<file path="src/verilog/hyb_cache_pkg.sv">
/* Hybrid cache memory definitions */

package hyb_cache_pkg;

  //////////////////////////////////////////////////
  // Geometry
  //////////////////////////////////////////////////

  // Number of sets and ways per set
  localparam int unsigned NUM_SETS       = 16;
  // Associativity, must stay a power of two for the pointer wrap
  localparam int unsigned NUM_WAYS       = 4;
  localparam int unsigned TAG_WIDTH      = 8;
  localparam int unsigned WORD_WIDTH     = 32;
  localparam int unsigned WORDS_PER_LINE = 4;
  localparam int unsigned LINE_WIDTH     = WORDS_PER_LINE * WORD_WIDTH;

  // Derived index widths
  localparam int unsigned SET_IDX_WIDTH  = $clog2(NUM_SETS);
  localparam int unsigned OFF_WIDTH      = $clog2(WORDS_PER_LINE);
  localparam int unsigned WAY_IDX_WIDTH  = $clog2(NUM_WAYS);

  //////////////////////////////////////////////////
  // Types
  //////////////////////////////////////////////////

  typedef logic [SET_IDX_WIDTH-1:0] set_idx_t;
  typedef logic [OFF_WIDTH-1:0]     word_off_t;
  typedef logic [TAG_WIDTH-1:0]     tag_t;
  typedef logic [WORD_WIDTH-1:0]    word_t;

  // Word 0 sits in the low bits of the line
  typedef logic [LINE_WIDTH-1:0]    line_t;

  // One bit per way, used for hits, masks and victims
  typedef logic [NUM_WAYS-1:0]      way_oh_t;
  typedef logic [WAY_IDX_WIDTH-1:0] way_idx_t;

  // Tag store entry, valid bit kept next to the tag
  typedef struct packed {
    logic valid;
    tag_t tag;
  } tag_entry_t;

endpackage

</file>
<file path="src/verilog/tag_compare.sv">
/* Per-way tag comparison */

`timescale 1ns/100ps

module tag_compare import hyb_cache_pkg::*; (
  // Registered tag entries of the looked-up set
  input  tag_entry_t [NUM_WAYS-1:0] entries_i,
  // Registered request tag
  input  tag_t                      tag_i,
  // Per-way hit and valid vectors
  output way_oh_t                   hit_oh_o,
  output way_oh_t                   valid_o
);

  //////////////////////////////////////////////////
  // Compare
  //////////////////////////////////////////////////

  // Raw tag match, before the valid bit
  way_oh_t tag_eq;

  always_comb begin
    tag_eq  = '0;
    valid_o = '0;
    for (int w = 0; w < NUM_WAYS; w++) begin
      // Pull apart each entry
      valid_o[w] = entries_i[w].valid;
      tag_eq[w]  = (entries_i[w].tag == tag_i);
    end
  end

  // A hit needs both the valid bit and a matching tag
  // Refill never stores one tag in two valid ways, so this stays one-hot
  assign hit_oh_o = valid_o & tag_eq;

endmodule

</file>
<file path="config.mk">
export PLATFORM = sky130hd
export DESIGN_NAME = tag_compare
export DESIGN_NICKNAME = d
export VERILOG_FILES = /design/src/verilog/hyb_cache_pkg.sv /design/src/verilog/tag_compare.sv
export SDC_FILE = /design/constraint.sdc
export NUM_CORES = 1
export LEC_CHECK = 0
export BUFFER_PORTS_ARGS = -buffer_cell sky130_fd_sc_hd__buf_4
export CAP_MARGIN = 5
export CELL_PAD_IN_SITES_DETAIL_PLACEMENT = 1
export CELL_PAD_IN_SITES_GLOBAL_PLACEMENT = 1
export CORE_ASPECT_RATIO = 0.7
export CORE_MARGIN = 1.5
export CORE_UTILIZATION = 21
export DETAILED_ROUTE_END_ITERATION = 12
export GPL_ROUTABILITY_DRIVEN = 0
export PLACE_DENSITY_LB_ADDON = 0.1
export SLEW_MARGIN = 25
export SYNTH_ARGS = -nofsm -noshare
export SYNTH_HDL_FRONTEND = slang
export SYNTH_SLANG_ARGS = --single-unit
</file>
<file path="constraint.sdc">
create_clock -name vclk -period 0.8
set_clock_uncertainty 0.05 [all_clocks]
set_input_delay 0.16 -clock vclk [all_inputs]
set_output_delay 0.16 -clock vclk [all_outputs]
set_load 0.02 [all_outputs]
</file>
==> reports/metrics.cfg <==
[setup_path]
critPathMaxFanout=1
slowest_delay_ps=200
endpoint_kind=output port
cp.arrival_ps=890
cp_cell_sequence=buf_4 -> xnor2_2 -> nand3_2 -> nor3_4 -> buf_6
crit_type=primary input to output port
critPathSlowestCell=nor3_4
required_ps=590
start_kind=primary input

[layout]
fill_cells=243
seq_cell_count=0
post-route-util_pct=55.0
regArea_sq_um=0
stdcell_count=132
drive_above_1_share_pct=87.0
n_antenna_cell=0
layout.nets=146
synthToLayoutAreaGrowth_pct=142
n_clock_buffer=0

[route]
wirelength_mm=1.66
route.detailed.drc=0
drt_iter0_drc=0
wl_per_cell_um=12.6
first_pass_iters=1
via_count=535
drt-vias-per-instance=4.05
postRouteAntennaNets=0

[power]
p_leak_nw=0.579
intPower_mw=0.427
p_per_area_mw_per_mm2=554
irDropWorstVdd_mv=0.230
p_seq_share_pct=0
combPwrFrac_pct=100.0
netSwitchingPower_mw=0.246
swShare_pct=36.6
clockPowerShare_pct=0

[place]
io_buffers=52
dp.cells=132
dp_hpwl_mm=1.46

[yosys]
syn_avg_cell_area_sq_um=8.34
synthesis.area_sq_um=500
yosysUniqueCellTypes=7
yosys_warnings=0
synth_fp_nets=104
synth_cells=60
ys_seq_area_share_pct=0

[sta]
fin_crit_sh_pct=138
setup_ws_ps=-305
period_minus_slack_ps=1100
fmax_mhz=905
final_hold_viol_count=0
rsz0062_at_grt=true
tightest_slew_ps=171
setup_viol=4
final-max-slew-violation-count=0
relSlewSlack_pct=88.5
finalSetupTns_ps=-1160

[grt]
grt_pass1_wl_mm=2.47
grt_max_degree=5
grt_use_total_pct=12.4
grt_overflow_total=0
first_global_vias=577
antenna_found_initial=0

[status]
failed_checks=setup timing
status=complete, but fails checks

[die]
io_pins=52
die_w_um=61.4
rows=14
initial_core_util_pct=22.7
core_region_area_sq_mm=0.00221
fp.dieArea_sq_mm=0.00269
dieHeight_um=43.8

[cts]
post_cts_buffers=0
hold_buffers=0

[run]
maxCapViolCount=0

[min_path]
hp-class=primary input to output port

[cell usage in the layout, fill, tap and decap left out]
cell     synthesis  final
buf_4            4     27
xnor2_2          0     25
buf_6            8     20
xnor2_1         32      5
nand2_1          4      4
nand3_2          0      4
nand4_1          4      4
nor3_4           0      4
buf_12           0      4
xnor2_4          0      2
buf_8            0      1
[Yosys cell counts]
cell / count / area share [%]
buf_4: 4 / 6.0
buf_6: 8 / 18
nand2_1: 4 / 3.0
nand3_1: 4 / 4.0
nand4_1: 4 / 5.0
nor3_2: 4 / 8.0
xnor2_1: 32 / 56
[power groups by stage]
stage / logic (mW) / registers [mW] / clock network, mW
3_5_place_dp: 0.528 / 0 / 0
4_1_cts: 0.631 / 0 / 0
2_1_floorplan: 0.353 / 0 / 0
3_3_place_gp: 0.518 / 0 / 0
5_1_grt: 0.715 / 0 / 0
6_report: 0.672 / 0 / 0
[critical path: cells and delay by family]
kind                   cells  cell delay, ps
XOR/XNOR                   1             160
buffers and inverters      2             260
AND/OR/NAND/NOR            2             320
[final cells by class]
| cell class | count | area [sq um] | area share (%) |
|---|---|---|---|
| timing repair buffer | 52 | 523 | 43.1 |
| tap | 32 | 40.0 | 3.30 |
| multi-input combinational | 48 | 651 | 53.6 |
[worst paths after layout]
path | start | to | slack, ps | cells past startpoint
max | entries_i[15] | hit_oh_o[1] | -300 | 5
min | entries_i[35] | valid_o[3] | 480 | 2
[stage by stage]
step                      power [mW]  hold WS (ps)  instance area, sq um  setup slack (ps)
after floorplan                0.353           383                   652              -196
after global placement         0.518           478                   946              -366
after detailed placement       0.528           481                   946              -383
after CTS                      0.631           481                  1140              -369
after global routing           0.715           488                  1210              -398
final                          0.672           480                  1210              -305
[metal layers]
metal	share of wire, %	vias to the layer above	global-route usage (%)
met2	56	26	25.3
met3	8.9	0	1.19
li1	-	270	-
met1	35	239	14.5
met4	0	0	0
met5	0	-	0
[kinds of logic (layout without fill, tap and decap cells)]
group | after synthesis | count (layout) | share of synthesized area (%)
simple gates | 16 | 16 | 20.0
buf+inv | 12 | 52 | 24.0
xor+xnor | 32 | 32 | 56.0
[repair_timing]
action	CTS	global route
pin swaps	14	6
endpoints found under the setup margin	4	4
resized for setup	38	13
No activity file was read; power rests on OpenSTA's default activity.
