### src/verilog/hyb_cache_pkg.sv
/* Hybrid cache memory definitions */

package hyb_cache_pkg;

  //////////////////////////////////////////////////
  // Geometry
  //////////////////////////////////////////////////

  // Number of sets and ways per set
  localparam int unsigned NUM_SETS       = 16;
  // Associativity, must stay a power of two for the pointer wrap
  localparam int unsigned NUM_WAYS       = 4;
  localparam int unsigned TAG_WIDTH      = 8;
  localparam int unsigned WORD_WIDTH     = 32;
  localparam int unsigned WORDS_PER_LINE = 4;
  localparam int unsigned LINE_WIDTH     = WORDS_PER_LINE * WORD_WIDTH;

  // Derived index widths
  localparam int unsigned SET_IDX_WIDTH  = $clog2(NUM_SETS);
  localparam int unsigned OFF_WIDTH      = $clog2(WORDS_PER_LINE);
  localparam int unsigned WAY_IDX_WIDTH  = $clog2(NUM_WAYS);

  //////////////////////////////////////////////////
  // Types
  //////////////////////////////////////////////////

  typedef logic [SET_IDX_WIDTH-1:0] set_idx_t;
  typedef logic [OFF_WIDTH-1:0]     word_off_t;
  typedef logic [TAG_WIDTH-1:0]     tag_t;
  typedef logic [WORD_WIDTH-1:0]    word_t;

  // Word 0 sits in the low bits of the line
  typedef logic [LINE_WIDTH-1:0]    line_t;

  // One bit per way, used for hits, masks and victims
  typedef logic [NUM_WAYS-1:0]      way_oh_t;
  typedef logic [WAY_IDX_WIDTH-1:0] way_idx_t;

  // Tag store entry, valid bit kept next to the tag
  typedef struct packed {
    logic valid;
    tag_t tag;
  } tag_entry_t;

endpackage

### src/verilog/way_array.sv
/* Per-way set storage */

`timescale 1ns/100ps

module way_array import hyb_cache_pkg::*; #(
  // Entry type held per set and way
  parameter type payload_t = logic
) (
  input  logic                        clk_i,
  input  logic                        rst_ni,
  // Read port, all ways of one set
  input  logic                        rd_en_i,
  input  set_idx_t                    rd_idx_i,
  output payload_t [NUM_WAYS-1:0]     rd_data_o,
  // Write port, masked per way
  input  set_idx_t                    wr_idx_i,
  input  way_oh_t                     wr_mask_i,
  input  payload_t                    wr_data_i
);

  // Storage, one row per set holding every way
  payload_t [NUM_WAYS-1:0] mem_q [NUM_SETS];

  // Registered read row
  payload_t [NUM_WAYS-1:0] rd_row_q;

  always_ff @(posedge clk_i or negedge rst_ni) begin
    if (!rst_ni) begin
      // Start empty so every valid bit reads zero
      for (int s = 0; s < NUM_SETS; s++) begin
        mem_q[s] <= '0;
      end
      rd_row_q <= '0;
    end else begin
      // Masked write, any number of ways at once
      for (int w = 0; w < NUM_WAYS; w++) begin
        if (wr_mask_i[w]) begin
          mem_q[wr_idx_i][w] <= wr_data_i;
        end
      end
      // Capture the whole set on a read
      if (rd_en_i) begin
        rd_row_q <= mem_q[rd_idx_i];
      end
    end
  end

  // Row shows up one edge after the read index
  assign rd_data_o = rd_row_q;

endmodule

### config.mk
export PLATFORM = sky130hd
export DESIGN_NAME = way_array
export DESIGN_NICKNAME = d
export VERILOG_FILES = /design/src/verilog/hyb_cache_pkg.sv /design/src/verilog/way_array.sv
export SDC_FILE = /design/constraint.sdc
export NUM_CORES = 1
export LEC_CHECK = 0
export BUFFER_PORTS_ARGS = -buffer_cell sky130_fd_sc_hd__buf_2
export CAP_MARGIN = 15
export CORE_MARGIN = 4
export CORE_UTILIZATION = 60
export CTS_CLUSTER_SIZE = 10
export DETAILED_ROUTE_END_ITERATION = 8
export PLACE_DENSITY_LB_ADDON = 0.05
export RECOVER_POWER = 50
export SYNTH_ARGS = -nofsm -noshare
export SYNTH_HDL_FRONTEND = slang
export SYNTH_SLANG_ARGS = --single-unit
### constraint.sdc
create_clock -name clk_i -period 1.85 [get_ports clk_i]
set_clock_uncertainty 0.05 [all_clocks]
set_input_delay 0.2775 -clock clk_i [delete_from_list [all_inputs] [get_ports clk_i]]
set_output_delay 0.2775 -clock clk_i [all_outputs]
set_load 0.01 [all_outputs]
==> flow_summary.json, run 1 <==
{
  "ios": 20,
  "cp-end-kind": "register",
  "rr_worst_depth": 4,
  "diodes": 0,
  "grt_pass1_wl_mm": 12.22,
  "dp_hpwl_mm": 4.951,
  "grt_overflow": 0,
  "timing.critical_path.buf_inv": 0,
  "worst_slack_ns": 0.2010,
  "netlist_area_um2": 3432,
  "htreeDepth": 3,
  "first_pass_iters": 4,
  "dieArea_um2": 6994,
  "synthToLayoutAreaGrowth_pct": 11.01,
  "numPortBuffers": 19,
  "synth_area_leaders": "dfrtp_1 50%, mux2_2 19%, mux4_1 7.7%",
  "cpLargestDelayFamily": "multiplexers",
  "path_clk_slew_ns": 0.07,
  "yosys_warnings": 0,
  "crit_arrival_ns": 1.83,
  "cpMostUsedCell": "mux2i_1",
  "final_nets": 309,
  "hold_violations": 0,
  "post-route-drc-count": 0,
  "fmaxAchievable_mhz": 606.4,
  "async_reset_ff_share_pct": 100.0,
  "initial_core_util_pct": 61.95,
  "r2r_start": "mem_q[11]$_DFFE_PN0P_",
  "fin_crit_sh_pct": 89.13,
  "rsz0062_at_grt": "no",
  "drive_gt1_share_pct": 35.91,
  "dieHeight_um": 83.63,
  "fin_crit_ns": 1.649,
  "cts.sinks": 68,
  "peakVddDrop_uv": 742.4,
  "postLayoutCoreUtil_pct": 68.77,
  "worstPathRequired_ns": 2.03,
  "fillCellCount": 416,
  "power.leakage_nw": 1.674,
  "final_cells": 370,
  "viasPerCell": 5.881,
  "antenna_found_initial": 0,
  "core_area_um2": 5540,
  "grt_pass1_vias": 2257,
  "worst_path_largest_cell_delay_ns": 0.52,
  "setup_tns_ns": 0,
  "power_density_nw_per_um2": 1071,
  "start_kind": "register",
  "slew_viol_final": 0,
  "synth_seq_cells": 68,
  "cts_tree": "yes",
  "gr-usage-all-layers_pct": 22.83,
  "yosysMostFrequentCell": "dfrtp_1",
  "maxCapViolCount": 0,
  "dr_total_vias": 2176,
  "routabilityCongestion": 0.7549,
  "seq_area_frac_synth_pct": 49.58,
  "synth_top_area_share_pct": 49.58,
  "outcome": "completed",
  "cp_cell_sequence": "mux4_1, mux2i_1, mux2i_1, mux2_2",
  "r2r_setup_slack_ns": 0.20,
  "avgSynthCellArea_um2": 12.71,
  "synth.net_count": 286,
  "clk_latency_ns": 0.35,
  "critPathMaxFanout": 2,
  "reg2reg_to": "rd_data_o[3]$_DFFE_PN0P_",
  "ys.flop_type": "dfrtp_1",
  "synthCells": 270,
  "cts_resized": 0,
  "hold_class": "input port to register",
  "finalWirelength_mm": 7.199,
  "hold_depth": 2,
  "detail_route.wl_per_cell_um": 19.46,
  "drtAntennaViolNets": 0,
  "first_iter_violations": 198,
  "pre_cts_ws_ns": -0.04837,
  "min_to": "rd_data_o[1]$_DFFE_PN0P_",
  "cts_made_buffers": 9,
  "synth_cell_types": 16,
  "relSlewSlack_pct": 27.22,
  "crit_type": "register to register",
  "clk_path_buf_depth": 2,
  "placedCellCount": 353,
  "max_slew.worst_pin.slew_ns": 1.092,
  "synth_common_cells": "68 x dfrtp_1, 66 x nand2_1, 58 x mux2_2, 15 x clkbuf_1, 12 x mux2i_1",
  "crit_slowest_cell": "mux4_1",
  "holdCritStartpoint": "rd_en_i",
  "synth-edff-count": 0,
  "cts_setup_buffers": 0,
  "yosys.area.top_type": "dfrtp_1",
  "grt_max_degree": 69,
  "setup_viol": 0,
  "root_buffer": "clkbuf_8",
  "row_count": 27,
  "die_w_um": 83.63
}
==> per-layer routing <==
layer / vias to the layer above / wire length (um) / track usage (%) / part of all wire, %
met5: - / 0 / 0 / 0
met4: 0 / 99 / 6.871 / 1.4
met3: 9 / 269 / 6.318 / 3.7
met2: 36 / 3189 / 32.32 / 44
met1: 1122 / 3641 / 34.44 / 51
li1: 1009 / - / - / -
==> report_power, final <==
group	switching [mW]	internal, mW
Combinational	0.308	0.478
Sequential	0.212	1.84
Clock	0.538	0.700
Total	1.06	3.02
==> metrics by stage <==
stage	hold WS (ns)	total power, mW	area (um^2)
2_1_floorplan	-0.06809	2.581	3432
3_3_place_gp	0.2792	2.832	3616
3_5_place_dp	0.2791	2.878	3616
4_1_cts	0.1795	4.113	3822
5_1_grt	0.1938	4.289	3810
6_report	0.1939	4.080	3810
==> kinds of logic (layout without fill, tap and decap cells) <==
family / after synthesis / after routing / synth area share (%)
AND/OR/NAND/NOR: 86 / 86 / 9.989
buffers and inverters: 20 / 48 / 3.025
multiplexers: 96 / 96 / 37.40
flip-flops: 68 / 68 / 49.58
==> state kept, by name, indices dropped and copies added, names as in the netlist <==
register,count
mem_q,64
rd_data_o,4
==> cells in the final DEF (no fill, tap or decap) <==
cell type	count
nor3_1	6
nor4_1	1
dfrtp_1	68
mux2_1	10
clkbuf_1	4
clkbuf_8	11
mux4_2	6
nand2b_1	4
mux4_1	10
clkbuf_4	1
buf_4	11
nand2_1	66
nor2_1	9
buf_2	18
clkbuf_2	1
mux2_2	58
dlygate4sd3_1	1
bufinv_16	1
mux2i_1	12
==> timing repair <==
item | CTS | global route
endpoints found under the hold margin | 68 | 0
hold buffers | 1 | 0
setup endpoints to repair | 0 | 0
==> worst max path at each step <==
stage | startpoint | end | slack (ns) | depth (start not counted)
3_3_place_gp | rd_idx_i[0] | rd_data_o[0]$_DFFE_PN0P_ | -0.02 | 6
3_5_place_dp | rd_idx_i[0] | rd_data_o[1]$_DFFE_PN0P_ | -0.05 | 6
2_1_floorplan | rd_idx_i[1] | rd_data_o[2]$_DFFE_PN0P_ | 0.24 | 6
6_report | mem_q[11]$_DFFE_PN0P_ | rd_data_o[3]$_DFFE_PN0P_ | 0.20 | 4
5_1_grt | mem_q[11]$_DFFE_PN0P_ | rd_data_o[3]$_DFFE_PN0P_ | 0.14 | 4
4_1_cts | mem_q[11]$_DFFE_PN0P_ | rd_data_o[3]$_DFFE_PN0P_ | 0.20 | 4
==> area by class of cell <==
type	instances	area, um^2	share of cell area [%]
clock buffers	15	166.4	4.368
clock inverters	1	30.03	0.7882
multi-input cells	182	1627	42.69
flip-flops and latches	68	1702	44.66
well taps	72	90.09	2.365
repair buffers	32	195.2	5.123
(Power assumes the default switching activity.)
==> run 2: changes to the inputs <==
--- a/config.mk
+++ b/config.mk
@@ -11,7 +11,7 @@
 export CORE_UTILIZATION = 60
 export CTS_CLUSTER_SIZE = 10
 export DETAILED_ROUTE_END_ITERATION = 8
-export PLACE_DENSITY_LB_ADDON = 0.05
+export PLACE_DENSITY = 0.83
 export RECOVER_POWER = 50
 export SYNTH_ARGS = -nofsm -noshare
 export SYNTH_HDL_FRONTEND = slang
==> flow_summary.json, run 2 (synthesis gave the netlist of run 1 again) <==
{
  "regArea_um2": 1702,
  "drtAntennaViolNets": 0,
  "grt_pass1_vias": 2272,
  "grt_pass1_wl_mm": 12.01,
  "die_w_um": 83.63,
  "path_clk_slew_ns": 0.07,
  "dr_total_vias": 2230,
  "hold_class": "input port to register",
  "root_buffer": "clkbuf_8",
  "ios": 20,
  "start_kind": "register",
  "fin_crit_sh_pct": 91.55,
  "cts_tree": "yes",
  "initial_core_util_pct": 61.95,
  "clk_latency_ns": 0.35,
  "core_area_um2": 5540,
  "cts_resized": 0,
  "detail_route.wl_per_cell_um": 19.69,
  "viasPerCell": 5.995,
  "setup_tns_ns": 0,
  "layout_common_cells": "68 x dfrtp_1, 66 x nand2_1, 58 x mux2_2",
  "dieArea_um2": 6994,
  "row_count": 27,
  "cts.sinks": 68,
  "gr-usage-all-layers_pct": 22.71,
  "fillCellCount": 404,
  "slew_viol_final": 0,
  "cts_made_buffers": 9,
  "grt_overflow": 0,
  "numPortBuffers": 19,
  "fmaxAchievable_mhz": 590.4,
  "r2r_setup_slack_ns": 0.16,
  "first_pass_iters": 4,
  "rsz0062_at_grt": "no",
  "clk_path_buf_depth": 2,
  "dp_hpwl_mm": 5.113,
  "dieHeight_um": 83.63,
  "final_nets": 312,
  "drive_gt1_share_pct": 36.33,
  "relSlewSlack_pct": 39.67,
  "power.leakage_nw": 1.678,
  "routabilityCongestion": 0.8618,
  "finalWirelength_mm": 7.323,
  "setup_viol": 0,
  "cp-end-kind": "register",
  "crit_arrival_ns": 1.88,
  "outcome": "completed",
  "htreeDepth": 3,
  "final_common_cell": "dfrtp_1",
  "synthToLayoutAreaGrowth_pct": 11.08,
  "worstPathRequired_ns": 2.03,
  "largest-register": "mem_q",
  "fin_crit_ns": 1.694,
  "post-route-drc-count": 0,
  "grt_max_degree": 69,
  "maxCapViolCount": 0,
  "diodes": 0,
  "multiInputGateArea_um2": 1627,
  "postLayoutCoreUtil_pct": 68.81,
  "largest_reg_flops": 64,
  "crit_type": "register to register",
  "hold_violations": 0,
  "antenna_found_initial": 0,
  "first_iter_violations": 109,
  "power_density_nw_per_um2": 1029,
  "max_slew.worst_pin.slew_ns": 0.9050,
  "peakVddDrop_uv": 612.1,
  "critPathMaxFanout": 2
}
[run 2: changes by cell type in the layout (fill, tap and decap cells not counted)]
cell       previous run  this run
clkinv_2              0         2
buf_12                0         1
buf_4                11        12
bufinv_16             1         0
clkbuf_2              1         0
[run 2: worst paths after layout]
check                                       from                        to  cells after the start
max                        mem_q[10]$_DFFE_PN0P_  rd_data_o[2]$_DFFE_PN0P_                      4
min                                      rd_en_i  rd_data_o[2]$_DFFE_PN0P_                      2
max reg2reg                mem_q[10]$_DFFE_PN0P_  rd_data_o[2]$_DFFE_PN0P_                      4
min reg2reg                mem_q[28]$_DFFE_PN0P_     mem_q[28]$_DFFE_PN0P_                      1
max in group asynchronous                 rst_ni     mem_q[26]$_DFFE_PN0P_                      3
min in group asynchronous                 rst_ni     mem_q[44]$_DFFE_PN0P_                      3
[run 2: where the power goes]
part	internal, mW	switching (mW)	leakage, nW
registers	1.84	0.206	0.834
clock network	0.549	0.529	0.0893
logic	0.484	0.310	0.755
total	2.88	1.05	1.68
[run 2: layout make-up]
cell class,instances,share of cell area [%]
sequential,68,44.63
multi-input combinational,182,42.66
timing repair buffer,35,5.907
clock buffer,13,4.168
tap,72,2.363
clock inverter,2,0.2626
[run 2: critical path: stages, from the launching register on]
cell	delay, ns
dfrtp_1	0.38
mux4_1	0.52
mux2i_1	0.23
mux2i_1	0.13
mux2_2	0.27
[run 2: stage by stage]
stage / setup WS [ns] / hold WS [ns] / instances / total power [mW] / area, um^2
global route: 0.1224 / 0.2035 / 372 / 4.145 / 3812
global placement: 0.04918 / 0.2769 / 356 / 2.810 / 3651
floorplan: 0.2404 / -0.06809 / 270 / 2.581 / 3432
finish: 0.1562 / 0.2222 / 372 / 3.923 / 3812
CTS: 0.1448 / 0.1943 / 372 / 3.959 / 3830
detailed placement: 0.02036 / 0.2743 / 356 / 2.878 / 3651
[run 2: routing by layer]
metal	share of wire (%)	wire length (um)	track usage (%)
met1	46	3404	33.29
met2	46	3371	32.03
met3	5.4	399	6.120
met4	2.0	148	9.503
met5	0	0	0
[run 2: repair_timing]
action / 4_1_cts / 5_1_grt
hold buffers: 1 / 0
endpoints found under the hold margin: 68 / 0
buffers inserted: 0 / 0
