**src/verilog/hyb_cache_pkg.sv**
```systemverilog
/* Hybrid cache memory definitions */

package hyb_cache_pkg;

  //////////////////////////////////////////////////
  // Geometry
  //////////////////////////////////////////////////

  // Number of sets and ways per set
  localparam int unsigned NUM_SETS       = 16;
  // Associativity, must stay a power of two for the pointer wrap
  localparam int unsigned NUM_WAYS       = 4;
  localparam int unsigned TAG_WIDTH      = 8;
  localparam int unsigned WORD_WIDTH     = 32;
  localparam int unsigned WORDS_PER_LINE = 4;
  localparam int unsigned LINE_WIDTH     = WORDS_PER_LINE * WORD_WIDTH;

  // Derived index widths
  localparam int unsigned SET_IDX_WIDTH  = $clog2(NUM_SETS);
  localparam int unsigned OFF_WIDTH      = $clog2(WORDS_PER_LINE);
  localparam int unsigned WAY_IDX_WIDTH  = $clog2(NUM_WAYS);

  //////////////////////////////////////////////////
  // Types
  //////////////////////////////////////////////////

  typedef logic [SET_IDX_WIDTH-1:0] set_idx_t;
  typedef logic [OFF_WIDTH-1:0]     word_off_t;
  typedef logic [TAG_WIDTH-1:0]     tag_t;
  typedef logic [WORD_WIDTH-1:0]    word_t;

  // Word 0 sits in the low bits of the line
  typedef logic [LINE_WIDTH-1:0]    line_t;

  // One bit per way, used for hits, masks and victims
  typedef logic [NUM_WAYS-1:0]      way_oh_t;
  typedef logic [WAY_IDX_WIDTH-1:0] way_idx_t;

  // Tag store entry, valid bit kept next to the tag
  typedef struct packed {
    logic valid;
    tag_t tag;
  } tag_entry_t;

endpackage

```
**src/verilog/flush_ctrl.sv**
```systemverilog
/* Sequential flush controller */

`timescale 1ns/100ps

module flush_ctrl import hyb_cache_pkg::*; (
  input  logic     clk_i,
  input  logic     rst_ni,
  // Flush request, ignored while busy
  input  logic     flush_i,
  // Flush in progress, holds off both channels
  output logic     busy_o,
  // Clear strobe and set for the tag store
  output logic     clr_en_o,
  output set_idx_t clr_idx_o,
  // One-cycle completion pulse
  output logic     flush_ack_o
);

  logic     busy_q;
  // All sets cleared, one settle cycle before the ack
  logic     last_q;
  logic     ack_q;
  // Set being cleared
  set_idx_t cnt_q;

  //////////////////////////////////////////////////
  // Sequencer
  //////////////////////////////////////////////////

  always_ff @(posedge clk_i or negedge rst_ni) begin
    if (!rst_ni) begin
      busy_q <= 1'b0;
      last_q <= 1'b0;
      ack_q  <= 1'b0;
      cnt_q  <= '0;
    end else begin
      ack_q <= 1'b0;
      if (!busy_q) begin
        // Idle, wait for a request
        if (flush_i) begin
          busy_q <= 1'b1;
          cnt_q  <= '0;
        end
      end else if (last_q) begin
        // Walk done, release the channels together with the ack
        busy_q <= 1'b0;
        last_q <= 1'b0;
        ack_q  <= 1'b1;
      end else begin
        // One set per cycle
        cnt_q <= cnt_q + 1'b1;
        if (cnt_q == set_idx_t'(NUM_SETS - 1)) begin
          last_q <= 1'b1;
        end
      end
    end
  end

  assign busy_o      = busy_q;
  assign clr_en_o    = busy_q & ~last_q;
  assign clr_idx_o   = cnt_q;
  assign flush_ack_o = ack_q;

endmodule

```
**config.mk**
```make
export PLATFORM = sky130hd
export DESIGN_NAME = flush_ctrl
export DESIGN_NICKNAME = d
export VERILOG_FILES = /design/src/verilog/hyb_cache_pkg.sv /design/src/verilog/flush_ctrl.sv
export SDC_FILE = /design/constraint.sdc
export NUM_CORES = 1
export LEC_CHECK = 0
export BUFFER_PORTS_ARGS = -buffer_cell sky130_fd_sc_hd__buf_2
export CORE_AREA = 4 4 41 43
export CTS_CLUSTER_DIAMETER = 120
export CTS_CLUSTER_SIZE = 25
export DETAILED_ROUTE_END_ITERATION = 8
export DIE_AREA = 0 0 45 47
export GPL_TIMING_DRIVEN = 0
export PLACE_DENSITY = 0.54
export RECOVER_POWER = 50
export SLEW_MARGIN = 10
export SYNTH_ARGS = -nofsm -noshare
export SYNTH_HDL_FRONTEND = slang
export SYNTH_SLANG_ARGS = --single-unit
```
**constraint.sdc**
```tcl
create_clock -name clk_i -period 1.2 [get_ports clk_i]
set_input_delay 0.06 -clock clk_i [delete_from_list [all_inputs] [get_ports clk_i]]
set_output_delay 0.06 -clock clk_i [all_outputs]
set_load 0.01 [all_outputs]
```
==> results by group, run 1 <==
STA
  – Fin crit share: 0.948
  – RSZ-0062 raised after global routing: no
  – Final min period: 1.14 ns
  – Final Skew: 0.000268 ns
  – Final setup viols: 0
  – Slew at the pin closest to its max-slew limit: 0.388 ns
  – Fin. max-slew vios: 0
  – Max Clk Rate: 879 MHz
  – Setup_tns: 0 ns
  – Slew headroom: 0.741
  – Final hold violation count: 0

Critical path
  – Critical Path RT: 1.14 ns
  – CP Launch Type: flip-flop
  – CP peak stage delay: 0.39 ns
  – Reg-to-reg slack, setup: 0.08 ns
  – Crit path capture type: output pin
  – RR Startpoint: clr_idx_o[0]$_DFFE_PN0P_
  – Crit path capture: clr_en_o
  – Sequence of cells on the critical path: nand2b_2, inv_4, buf_2
  – Worst reg2reg path endpoint: clr_idx_o[2]$_DFFE_PN0P_
  – Worst setup path category: reg -> out
  – Largest fanout on the critical path: 6
  – Crit path from: last_q$_DFFE_PN0P_
  – Path depth of the worst reg2reg path: 3
  – Arrival time at the worst endpoint: 1.08 ns
  – Slowest cell on the critical path: dfrtp_1

Synth
  – Synth cell types: 16
  – Ys async rst share: 1.00
  – Most common cell in the netlist: dfrtp_1
  – Area contributors post-synth: dfrtp_1, mux2i_1, nand2_1
  – Mapped cell area: 314 um2
  – Synth top area share: 0.558
  – Syn nets: 31
  – Yosys warning total: 0
  – Avg Inst Size Synth: 11.6 um2
  – Most used DFF post-synth: dfrtp_1
  – Cell taking the most area after synthesis: dfrtp_1
  – Sequential-to-total area share from yosys stat: 0.558
  – Yosys reg bits: 7
  – Post-synthesis cell count: 27
  – EDFF count, synth: 0
  – Post-synth top cells: dfrtp_1, nand2_1, inv_1, mux2i_1

Drt
  – Detailed Routing Iterations Pass 1: 2
  – DR DRC count: 0
  – DR WL/cell: 11.2 um
  – Post-DRT Antenna Nets: 0
  – Iteration-0 DRC Markers: 9
  – DR vias/cell: 4.30
  – Routed WL: 629 um
  – Via count: 241

Floorplan
  – Rows: 13
  – Initial Util: 0.241
  – Die Height: 47 um
  – Core ar.: 1300 um2
  – Die area: 2120 um2
  – Ports: 10
  – Die width: 45 um

Final layout
  – Non-filler instance count after layout: 56
  – Fin nets: 46
  – Antenna cells: 0
  – Multi-input gate area: 128 um2
  – Fin area: 414 um2
  – Sequential Area: 176 um2
  – Share of cells above drive strength 1: 0.366
  – # fillers: 152
  – Area growth syn-to-layout: 31.9%

Global routing
  – Vias in the first global route: 235
  – First-pass GRT wire length: 1080 um
  – Total Routing Usage GR: 0.0725
  – Largest net degree at the start of global routing: 8
  – Grt ovf: 0
  – Initial antenna violation count: 0

Pwr
  – Peak supply drop: 987 uV
  – Comb pwr share: 0.429
  – Switch Pwr: 462 uW
  – Pleak: 0.000196 uW
  – P_int: 706 uW
  – Pwr/cell area: 2820 nW/um2
  – Sequential power share: 0.389
  – Sw Ratio: 0.395
  – Clock group share of total power: 0.182

Worst hold path
  – Hold Crit Class: in -> reg
  – HP Start: flush_i
  – Hold Path Stages: 3

Clocking
  – Clock latency at the later pin of the worst-skew pair: 0.25 ns
  – Root Driver: clkbuf_4
  – CTS clock-pin slew for the worst setup and hold paths: 0.05 ns
  – CTS Buf Count: 3
  – CTS tree: done
  – H-tree levels: 1
  – CTS sink count: 7
  – Clock buffer depth: 2

Outcome
  – Status: finished clean

Place
  – HPWL Detailed: 470 um
  – Dpl cells: 51
  – Port-buffer cells: 9
  – Post-DP Area: 378 um2
  – Final GP Congestion: 0.700

Run
  – Max-cap violations: 0
==> registers in the layout (all words and copies together), names as in the netlist <==
register / cells
busy_o: 1
flush_ack_o: 1
clr_idx_o: 4
last_q: 1
==> worst max-delay path, delay by kind of cell (launching register included) <==
kind	cells	cell delay, ns
flip-flops	1	0.39
AND/OR/NAND/NOR	1	0.23
buffers and inverters	2	0.22
==> power groups by stage <==
stage / combinational, uW / sequential (uW) / clock [uW]
floorplan: 302 / 478 / 0
global placement: 498 / 453 / 0
detailed placement: 502 / 454 / 0
CTS: 510 / 452 / 225
global route: 565 / 477 / 236
finish: 502 / 454 / 213
==> layout make-up <==
cell class                 instances  share of cell area
clock buffer                       4              0.0634
inverter                           3              0.0332
multi-input combinational         17               0.308
sequential                         7               0.426
tap                               15              0.0453
timing repair buffer              10               0.124
==> logic make-up after synthesis <==
family | Yosys count | synth area share
simple gates | 9 | 0.163
flops | 7 | 0.558
compound gates | 4 | 0.104
buf+inv | 3 | 0.0359
mux | 3 | 0.0996
fa+ha+maj | 1 | 0.0398
==> metal layers <==
layer | routed length, um | GRT usage | part of all wire
met1 | 311 | 0.0979 | 0.49
met2 | 253 | 0.0960 | 0.40
met3 | 63 | 0.0460 | 0.10
met4 | 0 | 0.0175 | 0
met5 | 0 | 0 | 0
==> placed cells by master, fill, tap and decap left out, types with 2 or more instances in the layout <==
cell      count
inv_1         2
clkbuf_4      3
buf_2         6
nand2_1       4
clkbuf_1      4
mux2i_1       2
dfrtp_1       6
==> how the worst min path moves through the flow <==
stage	endpoint
floorplan	busy_o$_DFF_PN0_
global placement	flush_ack_o$_DFF_PN0_
detailed placement	flush_ack_o$_DFF_PN0_
CTS	clr_idx_o[1]$_DFFE_PN0P_
global route	busy_o$_DFF_PN0_
finish	busy_o$_DFF_PN0_
==> through the flow <==
step	utilization	hold WS, ns	worst slack (ns)	total power, uW
after floorplan	-	-0.236	0.102	780
after global placement	0.290	-0.0942	0.101	952
after detailed placement	0.290	-0.0951	0.0793	956
after CTS	0.318	0.173	0.0366	1190
after global routing	0.318	0.240	0.00754	1280
final	0.318	0.211	0.0626	1170
==> timing repair <==
item                                   CTS  global route
hold buffers                             1             0
setup endpoints to repair                0             2
endpoints found under the hold margin    7             0
resized for setup                        0             2
buffers inserted                         0             0
No activity file was read; power rests on OpenSTA's default activity.
==> inputs of run 2 (changes only) <==
Settings changed: CELL_PAD_IN_SITES_DETAIL_PLACEMENT set to 0, CELL_PAD_IN_SITES_GLOBAL_PLACEMENT set to 2, PLACE_DENSITY 0.54 to 0.73.
==> results by group, run 2 (synthesis gave the netlist of run 1 again) <==
Outcome
  – Status: finished clean

Clocking
  – Post-CTS setup buffer count: 0 (unchanged)
  – Root Driver: clkbuf_4
  – Clock latency at the later pin of the worst-skew pair: 0.25 ns (about the same)
  – H-tree levels: 1 (unchanged)
  – CTS Buf Count: 3 (unchanged)
  – CTS sink count: 7 (unchanged)
  – Clock buffer depth: 2 (unchanged)
  – CTS clock-pin slew for the worst setup and hold paths: 0.05 ns (about the same)
  – CTS tree: done

Floorplan
  – Ports: 10 (unchanged)
  – Rows: 13 (unchanged)
  – Die width: 45 um (unchanged)
  – Die area: 2120 um2 (unchanged)
  – Core ar.: 1300 um2 (unchanged)
  – Initial Util: 0.241 (unchanged)
  – Die Height: 47 um (unchanged)

Drt
  – Iteration-0 DRC Markers: 0 (-9)
  – DR DRC count: 0 (unchanged)
  – Met2 wire len: 239 um (-5.5%)
  – Via count: 240 (-0.41%)
  – Post-DRT Antenna Nets: 0 (unchanged)
  – Met3 wire len: 59 um (-6.3%)
  – DR vias/cell: 4.29 (-0.41%)
  – Met1 WL: 306 um (-1.6%)
  – Detailed Routing Iterations Pass 1: 1 (-1)
  – DR WL/cell: 11.0 um (-1.9%)
  – Max layer used: met4
  – Routed WL: 617 um (-1.9%)

Critical path
  – Largest fanout on the critical path: 6 (unchanged)
  – RR Startpoint: clr_idx_o[0]$_DFFE_PN0P_
  – Path depth of the worst reg2reg path: 3 (unchanged)
  – Reg-to-reg slack, setup: 0.07 ns (about the same)
  – CP Launch Type: flip-flop
  – Critical Path RT: 1.14 ns (about the same)
  – Crit path capture type: output pin
  – Arrival time at the worst endpoint: 1.07 ns (about the same)
  – Worst reg2reg path endpoint: clr_idx_o[2]$_DFFE_PN0P_
  – Worst setup path category: reg -> out

STA
  – Fin crit share: 0.945 (-0.00274)
  – RSZ-0062 raised after global routing: no
  – Final Skew: 0.00284 ns (+0.00258 ns)
  – Setup_tns: 0 ns (unchanged)
  – Slew headroom: 0.751 (+0.0100)
  – Fin. max-slew vios: 0 (unchanged)
  – Slew at the pin closest to its max-slew limit: 0.373 ns (-0.0151 ns)
  – Final hold violation count: 0 (unchanged)
  – Final setup viols: 0 (unchanged)
  – Final min period: 1.13 ns (-0.00329 ns)
  – Final WS setup: 0.0659 ns (+0.00329 ns)
  – Max Clk Rate: 882 MHz (+0.29%)

Global routing
  – First-pass GRT wire length: 979 um (-9.0%)
  – Total Routing Usage GR: 0.0717 (-0.000797)
  – Initial antenna violation count: 0 (unchanged)
  – Vias in the first global route: 237 (+0.85%)
  – Largest net degree at the start of global routing: 8 (unchanged)
  – Grt ovf: 0 (unchanged)

Place
  – Final GP Congestion: 0.706 (+0.84%)
  – HPWL Detailed: 485 um (+3.1%)
  – DP Worst Slack: 0.0754 ns (-0.00398 ns)
  – Port-buffer cells: 9 (unchanged)

Pwr
  – Pleak: 0.000198 uW (+1.0%)
  – Peak supply drop: 1130 uV (+14%)
  – Pwr/cell area: 2830 nW/um2 (+0.36%)

Final layout
  – Fin nets: 46 (unchanged)
  – Share of cells above drive strength 1: 0.341 (-0.0244)
  – Max FFs per register: 4 (unchanged)
  – Antenna cells: 0 (unchanged)
  – Most frequent cells in the layout: dfrtp_1, buf_2, nand2_1, clkbuf_1, clkbuf_4
  – Commonest non-fill, non-tap cell in the layout: dfrtp_1
  – # fillers: 155 (+2.0%)
  – Area growth syn-to-layout: 31.5%

Worst hold path
  – Hold Path Stages: 3 (unchanged)
  – HP Start: flush_i
  – Hold Path End: busy_o$_DFF_PN0_
  – Hold Crit Class: in -> reg

Run
  – Max-cap violations: 0 (unchanged)
## run 2: cell count changes in the layout (fill, tap and decap cells not counted)
cell | before | now
and2_0 | 1 | 0
and2_1 | 0 | 1
dfrtp_1 | 6 | 7
dfrtp_2 | 1 | 0
## run 2: through the flow
step	instances	instance area, um2	total power (uW)	utilization	hold WS [ns]
2_1_floorplan	27	314	780	-	-0.236
3_3_place_gp	51	378	947	0.290	-0.0989
3_5_place_dp	51	378	962	0.290	-0.0985
4_1_cts	56	414	1190	0.318	0.181
5_1_grt	56	413	1270	0.317	0.211
6_report	56	413	1170	0.317	0.192
## run 2: worst max-delay path by stage
stage | to | slack (ns) | start
after global routing | clr_en_o | 0.01 | last_q$_DFFE_PN0P_
after floorplan | clr_idx_o[2]$_DFFE_PN0P_ | 0.10 | clr_idx_o[0]$_DFFE_PN0P_
after detailed placement | clr_idx_o[2]$_DFFE_PN0P_ | 0.08 | clr_idx_o[0]$_DFFE_PN0P_
final | clr_en_o | 0.07 | last_q$_DFFE_PN0P_
after CTS | clr_en_o | 0.04 | last_q$_DFFE_PN0P_
after global placement | clr_idx_o[2]$_DFFE_PN0P_ | 0.1 | clr_idx_o[0]$_DFFE_PN0P_
## run 2: metal layers
layer	GRT usage	vias to the layer above
met3	0.0460	2
met4	0.0877	0
met2	0.0819	10
met5	0	-
met1	0.0793	105
li1	-	123
## run 2: worst max-delay path, stage by stage, from the launching register on
cell and delay (ns):
dfrtp_1 0.38, nand2b_2 0.22, inv_4 0.09, buf_2 0.13
## run 2: where the power goes
part           total (uW)  internal [uW]  switching (uW)
Combinational         504            240             265
Clock                 214            127            87.3
Sequential            450            336             114
## run 2: final cells by class
class                   instances  area, um2  area share
multi-input cells              17        128       0.309
flip-flops and latches          7        175       0.424
well taps                      15       18.8      0.0455
repair buffers                 10       51.3       0.124
clock buffers                   4       26.3      0.0636
inverters                       3       13.8      0.0333
## run 2: repair_timing
item | in CTS | in global routing
setup endpoints to repair | 0 | 1
hold buffers | 1 | 0
resized for setup | 0 | 1
endpoints found under the hold margin | 7 | 0
